### src/source/usartPkg.sv
package usartPkg;

  typedef logic [7:0]  busDataT;
  typedef logic [8:0]  charDataT;   // Bit 8 is the ninth data bit
  typedef logic [11:0] baudDivT;
  typedef logic [15:0] baudCountT;  // Holds 16 x 4096 - 1
  typedef logic [2:0]  charSizeT;   // {UCSZ2, UCSZ1:0}
  typedef logic [1:0]  parityModeT; // 00 none, 10 even, 11 odd

  // Register map
  localparam busDataT addrUcsrA = 8'hC0;
  localparam busDataT addrUcsrB = 8'hC1;
  localparam busDataT addrUcsrC = 8'hC2;
  localparam busDataT addrUbrrL = 8'hC4;
  localparam busDataT addrUbrrH = 8'hC5;
  localparam busDataT addrUdr   = 8'hC6;

  localparam busDataT ucsrAReset = 8'h20; // UDRE set
  localparam busDataT ucsrBReset = 8'h00;
  localparam busDataT ucsrCReset = 8'h06; // 8-bit characters

  // Clock cycles per bit for each divisor step
  localparam int unsigned normalOversample = 16;
  localparam int unsigned doubleOversample = 8;

  typedef enum logic [1:0] {
    idle,
    load,
    shift,
    done
  } txStateT;

endpackage

### src/source/usartCfgIf.sv
`timescale 1ns/1ns
interface usartCfgIf import usartPkg::*; ();

  charSizeT   charSize;
  parityModeT parityMode;
  logic       twoStop;
  logic       doubleSpeed;  // U2X
  baudDivT    baudDiv;
  logic       txEnable;

  modport cfgSrc (
    output charSize,
    output parityMode,
    output twoStop,
    output doubleSpeed,
    output baudDiv,
    output txEnable
  );

  // Each consumer picks the fields it needs
  modport cfgSnk (
    input charSize,
    input parityMode,
    input twoStop,
    input doubleSpeed,
    input baudDiv,
    input txEnable
  );

endinterface

### src/source/usartDataIf.sv
`timescale 1ns/1ns
interface usartDataIf import usartPkg::*; ();

  logic     valid;
  logic     ready;
  charDataT data;

  modport src (
    output valid,
    output data,
    input  ready
  );

  modport snk (
    input  valid,
    input  data,
    output ready
  );

endinterface

### src/source/usartBaudGen.sv
`timescale 1ns/1ns
module usartBaudGen import usartPkg::*;
(
  input  logic      interf,
  input  logic      rstN,
  usartCfgIf.cfgSnk cfg,
  input  logic      ubrrWrite,
  output logic      bitTick
);

  baudCountT count;
  baudCountT reloadVal;
  logic      restartPend;

  // Bit period in clock cycles, minus one
  assign reloadVal = cfg.doubleSpeed
    ? baudCountT'((cfg.baudDiv + 1) * doubleOversample - 1)
    : baudCountT'((cfg.baudDiv + 1) * normalOversample - 1);

  always_ff @(posedge interf)
  begin
    if (!rstN)
    begin
      count       <= '0;
      restartPend <= 1'b0;
    end
    else
    begin
      restartPend <= ubrrWrite;  // New divisor is visible one cycle later
      if (ubrrWrite || restartPend || count == '0)
        count <= reloadVal;
      else
        count <= count - 1'b1;
    end
  end

  assign bitTick = (count == '0);

  tickIsSingle: assert property (@(posedge interf) disable iff (!rstN)
    bitTick |=> !bitTick);

endmodule

### src/source/usartFrameTx.sv
`timescale 1ns/1ns
module usartFrameTx import usartPkg::*;
(
  input  logic      interf,
  input  logic      rstN,
  usartCfgIf.cfgSnk cfg,
  usartDataIf.snk   rx,
  input  logic      bitTick,
  output logic      txd
);

  txStateT     state;
  logic [12:0] shiftReg;
  logic [12:0] frame;
  logic [3:0]  numData;
  logic [3:0]  frameLen;
  logic [3:0]  bitCnt;    // Frame bits still to send
  logic        parityBit;
  logic        xfer;
  logic        sendBit;

  assign rx.ready = (state == idle) && cfg.txEnable;
  assign xfer     = rx.valid && rx.ready;
  assign sendBit  = bitTick && ((state == load) || (state == shift && bitCnt != 4'd0));

  always_comb
  begin
    case (cfg.charSize)
      3'b000:  numData = 4'd5;
      3'b001:  numData = 4'd6;
      3'b010:  numData = 4'd7;
      3'b111:  numData = 4'd9;
      default: numData = 4'd8;  // Reserved codes act as 8 bits
    endcase
  end

  // Unused upper bits stay high so the stop bits come for free
  always_comb
  begin
    frame     = '1;
    frame[0]  = 1'b0;               // Start bit
    parityBit = cfg.parityMode[0];  // Odd parity
    for (int i = 0; i < 9; i++)
    begin
      if (i < numData)
      begin
        frame[i + 1] = rx.data[i];
        parityBit    = parityBit ^ rx.data[i];
      end
    end
    if (cfg.parityMode[1])
      frame[numData + 1] = parityBit;
  end

  assign frameLen = 4'd2 + numData + {3'b000, cfg.parityMode[1]} + {3'b000, cfg.twoStop};

  always_ff @(posedge interf)
  begin
    if (xfer)
      shiftReg <= frame;
    else if (sendBit)
      shiftReg <= {1'b1, shiftReg[12:1]};  // LSB goes out first
  end

  always_ff @(posedge interf)
  begin
    if (!rstN)
    begin
      state  <= idle;
      bitCnt <= '0;
      txd    <= 1'b1;
    end
    else
    begin
      case (state)
        idle:
          if (xfer)
          begin
            bitCnt <= frameLen;
            state  <= load;
          end
        load:
          if (bitTick)
            state <= shift;
        shift:
          if (bitTick && bitCnt == 4'd0)
            state <= done;  // Last stop bit has run its full period
        done:
          state <= idle;
        default:
          state <= idle;
      endcase

      if (sendBit)
      begin
        txd    <= shiftReg[0];
        bitCnt <= bitCnt - 4'd1;
      end
    end
  end

  lineIdleHigh: assert property (@(posedge interf) disable iff (!rstN)
    state == idle |-> txd);

  // Offered character stays valid until the transmitter takes it
  validHeld: assert property (@(posedge interf) disable iff (!rstN)
    rx.valid && !rx.ready |=> rx.valid);

endmodule

### src/source/usartRegs.sv
`timescale 1ns/1ns
module usartRegs import usartPkg::*;
(
  input  logic      interf,
  input  logic      rstN,
  input  busDataT   addr,
  input  logic      wrEn,
  input  busDataT   wrData,
  input  logic      rdEn,
  output busDataT   rdData,
  output logic      ubrrWrite,
  usartCfgIf.cfgSrc cfg,
  usartDataIf.src   tx
);

  logic       udre;
  logic       u2x;
  logic       txEn;
  logic       ucsz2;
  logic       txb8;
  busDataT    ucsrC;
  busDataT    ubrrL;
  logic [3:0] ubrrH;
  busDataT    udrBuf;
  logic       dataWrite;

  assign dataWrite = wrEn && (addr == addrUdr);
  assign ubrrWrite = wrEn && ((addr == addrUbrrL) || (addr == addrUbrrH));

  always_ff @(posedge interf)
  begin
    if (!rstN)
    begin
      udre  <= ucsrAReset[5];
      u2x   <= ucsrAReset[1];
      txEn  <= ucsrBReset[3];
      ucsz2 <= ucsrBReset[2];
      txb8  <= ucsrBReset[0];
      ucsrC <= ucsrCReset;
      ubrrL <= '0;
      ubrrH <= '0;
    end
    else
    begin
      if (wrEn && addr == addrUcsrA)
        u2x <= wrData[1];  // UDRE is status only
      if (wrEn && addr == addrUcsrB)
      begin
        txEn  <= wrData[3];
        ucsz2 <= wrData[2];
        txb8  <= wrData[0];
      end
      if (wrEn && addr == addrUcsrC)
        ucsrC <= wrData;
      if (wrEn && addr == addrUbrrL)
        ubrrL <= wrData;
      if (wrEn && addr == addrUbrrH)
        ubrrH <= wrData[3:0];

      // Buffer full on write, empty again once the transmitter takes it
      if (dataWrite && udre)
        udre <= 1'b0;
      else if (tx.valid && tx.ready)
        udre <= 1'b1;
    end
  end

  // Writes to a full buffer are dropped
  always_ff @(posedge interf)
  begin
    if (dataWrite && udre)
      udrBuf <= wrData;
  end

  assign tx.valid = ~udre;
  assign tx.data  = {txb8, udrBuf};

  assign cfg.charSize    = {ucsz2, ucsrC[2:1]};
  assign cfg.parityMode  = ucsrC[5:4];
  assign cfg.twoStop     = ucsrC[3];
  assign cfg.doubleSpeed = u2x;
  assign cfg.baudDiv     = {ubrrH, ubrrL};
  assign cfg.txEnable    = txEn;

  always_comb
  begin
    rdData = '0;
    if (rdEn)
    begin
      case (addr)
        addrUcsrA: rdData = {2'b00, udre, 3'b000, u2x, 1'b0};
        addrUcsrB: rdData = {4'b0000, txEn, ucsz2, 1'b0, txb8};
        addrUcsrC: rdData = ucsrC;
        addrUbrrL: rdData = ubrrL;
        addrUbrrH: rdData = {4'b0000, ubrrH};
        default:   rdData = '0;  // UDR has no receive side
      endcase
    end
  end

  // A new character only appears after a data register write
  validNeedsWrite: assert property (@(posedge interf) disable iff (!rstN)
    $rose(tx.valid) |-> $past(dataWrite));

endmodule

### src/source/usartTx.sv
`timescale 1ns/1ns
module usartTx import usartPkg::*;
(
  input  logic    interf,
  input  logic    rstN,
  input  busDataT addr,
  input  logic    wrEn,
  input  busDataT wrData,
  input  logic    rdEn,
  output busDataT rdData,
  output logic    txd
);

  logic ubrrWrite;
  logic bitTick;

  usartCfgIf  cfgIf ();
  usartDataIf dataIf ();

  usartRegs uRegs (
    .interf    (interf),
    .rstN      (rstN),
    .addr      (addr),
    .wrEn      (wrEn),
    .wrData    (wrData),
    .rdEn      (rdEn),
    .rdData    (rdData),
    .ubrrWrite (ubrrWrite),
    .cfg       (cfgIf.cfgSrc),
    .tx        (dataIf.src)
  );

  usartBaudGen uBaudGen (
    .interf    (interf),
    .rstN      (rstN),
    .cfg       (cfgIf.cfgSnk),
    .ubrrWrite (ubrrWrite),
    .bitTick   (bitTick)
  );

  usartFrameTx uFrameTx (
    .interf  (interf),
    .rstN    (rstN),
    .cfg     (cfgIf.cfgSnk),
    .rx      (dataIf.snk),
    .bitTick (bitTick),
    .txd     (txd)
  );

endmodule

### config.mk
export PLATFORM = sky130hd
export DESIGN_NAME = usartTx
export DESIGN_NICKNAME = d
export VERILOG_FILES = /design/src/source/usartPkg.sv /design/src/source/usartCfgIf.sv /design/src/source/usartDataIf.sv /design/src/source/usartBaudGen.sv /design/src/source/usartFrameTx.sv /design/src/source/usartRegs.sv /design/src/source/usartTx.sv
export SDC_FILE = /design/constraint.sdc
export NUM_CORES = 1
export LEC_CHECK = 0
export BUFFER_PORTS_ARGS = -buffer_cell sky130_fd_sc_hd__buf_2
export CORE_ASPECT_RATIO = 0.7
export CORE_MARGIN = 10
export CORE_UTILIZATION = 55
export DETAILED_ROUTE_END_ITERATION = 10
export PLACE_DENSITY = 0.74
export SLEW_MARGIN = 40
export SYNTH_ARGS = -nofsm -noshare
export SYNTH_HDL_FRONTEND = slang
export SYNTH_SLANG_ARGS = --single-unit
export TNS_END_PERCENT = 1
### constraint.sdc
create_clock -name interf -period 4.9 [get_ports interf]
set_clock_uncertainty 0.05 [all_clocks]
set_input_delay 0.49 -clock interf [delete_from_list [all_inputs] [get_ports interf]]
set_output_delay 0.49 -clock interf [all_outputs]
set_load 0.01 [all_outputs]
==> report_table.html <==
<table>
<tr><th>Metric</th><th>Value</th></tr>
<tr><th colspan="2">Run status</th></tr>
<tr><td>Result of the run</td><td>completed</td></tr>
<tr><th colspan="2">Critical path</th></tr>
<tr><td>Kind of cell adding the most delay to the critical path</td><td>simple AND/OR/NAND/NOR gates</td></tr>
<tr><td>Kind of launch point of the worst setup path</td><td>flip-flop</td></tr>
<tr><td>Worst setup EP type</td><td>flip-flop</td></tr>
<tr><td>Critical path's slowest cell</td><td>sky130_fd_sc_hd__or4b_4</td></tr>
<tr><td>Required time worst endpoint</td><td>4.85 ns</td></tr>
<tr><td>Worst path bufs/invs</td><td>1</td></tr>
<tr><td>Arrival time reported for the critical path endpoint</td><td>2.94 ns</td></tr>
<tr><td>Maximum fanout along the worst path</td><td>13</td></tr>
<tr><td>Max incr delay on CP</td><td>0.50 ns</td></tr>
<tr><td>Sequence of cells on the critical path</td><td>inv_1, ha_1, or4b_4, or3_4, nor4_4, nand2_2, nand2_1</td></tr>
<tr><td>Start-to-end type of the worst setup path</td><td>reg2reg</td></tr>
<tr><th colspan="2">Finish</th></tr>
<tr><td>Fraction of layout cells with a size suffix above 1</td><td>13.48%</td></tr>
<tr><td>Total area of multi-input combinational cells</td><td>2421 um2</td></tr>
<tr><td>Final cell area excluding filler cells</td><td>4526 um2</td></tr>
<tr><td>Count of nets after finishing</td><td>520</td></tr>
<tr><td>Area growth from synthesis to layout</td><td>7.649%</td></tr>
<tr><td>Filler cell count in the final layout</td><td>687</td></tr>
<tr><td>Number of diodes</td><td>0</td></tr>
<tr><td>Seq. cell area</td><td>1612 um2</td></tr>
<tr><th colspan="2">Die</th></tr>
<tr><td>Top-level I/O count</td><td>29</td></tr>
<tr><td>Row Count</td><td>26</td></tr>
<tr><td>Initial core utilization</td><td>57.18%</td></tr>
<tr><td>Horizontal die dimension</td><td>124.5 um</td></tr>
<tr><td>Die Area</td><td>11,600 um2</td></tr>
<tr><td>Height of the chip</td><td>93.15 um</td></tr>
<tr><td>Area inside the core boundary</td><td>7352 um2</td></tr>
<tr><th colspan="2">Clocking</th></tr>
<tr><td>Clock latency on the worst-skew pair</td><td>0.36 ns</td></tr>
<tr><td>Clock buffers created by TritonCTS</td><td>9</td></tr>
<tr><td>Hold Buf Count CTS</td><td>0</td></tr>
<tr><td>Clock tree sinks</td><td>70</td></tr>
<tr><td>Maximum root-to-sink buffer count</td><td>2</td></tr>
<tr><td>Post-CTS setup buffer count</td><td>0</td></tr>
<tr><td>CTS H-tree depth</td><td>3</td></tr>
<tr><td>Clock-pin slew of the registers on the worst-case setup and hold paths</td><td>0.09 ns</td></tr>
<tr><td>Root Buffer</td><td>sky130_fd_sc_hd__clkbuf_8</td></tr>
<tr><td>Post-CTS Resized</td><td>0</td></tr>
<tr><td>TritonCTS clock tree</td><td>yes</td></tr>
<tr><th colspan="2">Synthesis</th></tr>
<tr><td>Fraction of registers with async set/reset</td><td>0%</td></tr>
<tr><td>Share of the synthesized area in the top cell type</td><td>23.33%</td></tr>
<tr><td>Synthesized area per cell</td><td>8.722 um2</td></tr>
<tr><td>Flops &amp; latches, synth</td><td>70</td></tr>
<tr><td>List of most frequent post-synthesis cells</td><td>sky130_fd_sc_hd__nand2_1, sky130_fd_sc_hd__dfxtp_1, sky130_fd_sc_hd__nor2_1, sky130_fd_sc_hd__mux2i_1, sky130_fd_sc_hd__nand3_1</td></tr>
<tr><td>Main area contributors after synthesis</td><td>sky130_fd_sc_hd__dfxtp_1, sky130_fd_sc_hd__edfxtp_1, sky130_fd_sc_hd__mux2i_1</td></tr>
<tr><td>Number of enable flip-flop cells after synthesis</td><td>21</td></tr>
<tr><td>Most used DFF post-synth</td><td>sky130_fd_sc_hd__dfxtp_1</td></tr>
<tr><td>Count of distinct cell types in the synthesized netlist</td><td>56</td></tr>
<tr><td>Leading area contributor after synthesis</td><td>sky130_fd_sc_hd__dfxtp_1</td></tr>
<tr><td>Number of instances in the synthesized netlist</td><td>482</td></tr>
<tr><td>Most common cell in the synthesized netlist</td><td>sky130_fd_sc_hd__nand2_1</td></tr>
<tr><td>Synth warnings</td><td>0</td></tr>
<tr><td>Nets in the synthesized netlist</td><td>510</td></tr>
<tr><td>Share of the yosys chip area belonging to registers</td><td>38.33%</td></tr>
<tr><td>Cell Area, Synth</td><td>4204 um2</td></tr>
<tr><th colspan="2">Global route</th></tr>
<tr><td>Overflow after GRT</td><td>0</td></tr>
<tr><td>Wire length of the first global-routing pass</td><td>16,800 um</td></tr>
<tr><td>Vias in the first global route</td><td>3,311</td></tr>
<tr><td>Antenna violations before repair</td><td>0</td></tr>
<tr><td>Global router's overall resource usage</td><td>17.37%</td></tr>
<tr><td>Largest net degree at the start of global routing</td><td>50</td></tr>
<tr><th colspan="2">Timing</th></tr>
<tr><td>Worst slew pin tran</td><td>0.7872 ns</td></tr>
<tr><td>Setup violations, final</td><td>0</td></tr>
<tr><td>Final Hold Fails</td><td>0</td></tr>
<tr><td>Final count of pins violating max slew</td><td>0</td></tr>
<tr><td>Max-slew headroom at the worst pin</td><td>47.52%</td></tr>
<tr><td>Share of the cycle needed by the critical path after routing</td><td>61.01%</td></tr>
<tr><td>Setup_tns</td><td>0 ns</td></tr>
<tr><td>Highest attainable clock frequency</td><td>334.5 MHz</td></tr>
<tr><td>Final worst path period need</td><td>2.989 ns</td></tr>
<tr><td>Worst-case hold slack</td><td>0.2868 ns</td></tr>
<tr><td>Unrepaired setup endpoints after global routing</td><td>false</td></tr>
<tr><th colspan="2">Routing</th></tr>
<tr><td>Total via count in the routed design</td><td>3,477</td></tr>
<tr><td>Final routed wirelength across all metal layers</td><td>9915 um</td></tr>
<tr><td>DRC violations left</td><td>0</td></tr>
<tr><td>Detailed-route wire length per cell</td><td>16.66 um</td></tr>
<tr><td>Via-to-Cell Ratio</td><td>5.844</td></tr>
<tr><td>Count of antenna-violating nets left after detailed routing</td><td>0</td></tr>
<tr><td>Total iterations of the first detailed-routing run</td><td>5</td></tr>
<tr><td>DRT iter0 DRCs</td><td>446</td></tr>
<tr><th colspan="2">Place</th></tr>
<tr><td>Total cell area at the placement stage</td><td>4342 um2</td></tr>
<tr><td>Placer's final routability congestion estimate</td><td>0.8871</td></tr>
<tr><td>HPWL after detailed placement</td><td>7189 um</td></tr>
<tr><td>Port Buffers</td><td>28</td></tr>
<tr><th colspan="2">Power</th></tr>
<tr><td>Static power due to leakage</td><td>1.808 nW</td></tr>
<tr><td>VDD IR-drop max</td><td>195.7 uV</td></tr>
<tr><td>Cell area power density</td><td>330.0 nW/um2</td></tr>
<tr><th colspan="2">Flow run</th></tr>
<tr><td>Max-cap violations</td><td>0</td></tr>
<tr><th colspan="2">Hold path</th></tr>
<tr><td>Class of the most critical hold timing path</td><td>in2reg</td></tr>
</table>
==> where the power goes <==
| part | total, mW | internal (mW) | leakage, nW | switching, mW |
|---|---|---|---|---|
| combinational | 0.368 | 0.175 | 1.13 | 0.193 |
| sequential | 0.685 | 0.643 | 0.587 | 0.0420 |
| clock | 0.441 | 0.189 | 0.0909 | 0.252 |
| total | 1.49 | 1.01 | 1.81 | 0.487 |
==> cells by family (layout without fill, tap and decap cells) <==
logic type / after synthesis / in the layout / synth area share (%)
and+or+nand+nor: 206 / 206 / 24.79
AOI/OAI and AO/OA: 88 / 88 / 14.58
DFF: 70 / 70 / 38.33
buffers and inverters: 42 / 57 / 4.286
xor gates and xnor gates: 36 / 36 / 7.827
muxes: 31 / 31 / 7.530
adders and majority gates: 8 / 8 / 2.559
other: 1 / 1 / 0.08920
==> placed cells by master, fill, tap and decap left out, drive strengths merged, types with 3 or more instances in the layout <==
cell type / count
and3: 7
xnor2: 24
dfxtp: 49
nand4: 4
a211oi: 7
inv: 16
nand2: 65
clkbuf: 9
o21ai: 22
edfxtp: 21
mux2: 5
nor2: 33
nor4: 5
nor3: 16
buf: 29
a31oi: 4
a22oi: 5
a21oi: 16
nor2b: 22
ha: 7
o211a: 5
and2: 8
nand3: 26
mux2i: 26
xor2: 11
nand2b: 8
a21boi: 15
a222oi: 3
==> layer usage <==
layer	vias to the layer above	global-route usage, %	share of wire (%)
met2	120	25.48	42
met5	-	0	0
li1	1720	-	-
met4	0	4.642	1.6
met1	1621	24.28	50
met3	16	4.963	6.7
==> per-stage QoR <==
step	power (mW)	setup slack [ns]	utilization, %	instances
2_1_floorplan	0.9907	2.212	-	482
3_3_place_gp	1.045	1.945	59.02	579
3_5_place_dp	1.060	1.830	59.05	579
4_1_cts	1.495	1.806	61.47	595
5_1_grt	1.583	1.698	61.56	595
6_report	1.493	1.911	61.56	595
==> worst paths after layout <==
path / startpoint / end / slack [ns] / cells past startpoint
worst max-delay path: uBaudGen.count[0] / uFrameTx.shiftReg[0] / 1.91 / 7
worst min-delay path: wrData[7] / uRegs.udrBuf[7] / 0.29 / 1
worst max register to register: uBaudGen.count[0] / uFrameTx.shiftReg[0] / 1.91 / 7
worst min register to register: uFrameTx.shiftReg[0] / uFrameTx.txd / 0.43 / 2
==> area by class of cell <==
cell class | count | share of cell area [%]
multi-input combinational | 370 | 53.50
sequential | 70 | 35.61
timing repair buffer | 29 | 3.262
clock buffer | 9 | 2.737
tap | 98 | 2.709
clock inverter | 7 | 1.189
inverter | 12 | 0.9953
==> registers in the layout, summed over array words and instances, names as in the netlist, 2 cells and up <==
name,flops
uRegs.udrBuf,8
uFrameTx.bitCnt,4
uBaudGen.count,16
uRegs.ucsrC,8
uRegs.ubrrL,8
uFrameTx.shiftReg,13
uFrameTx.state,2
uRegs.ubrrH,4
(Power assumes the default switching activity.)
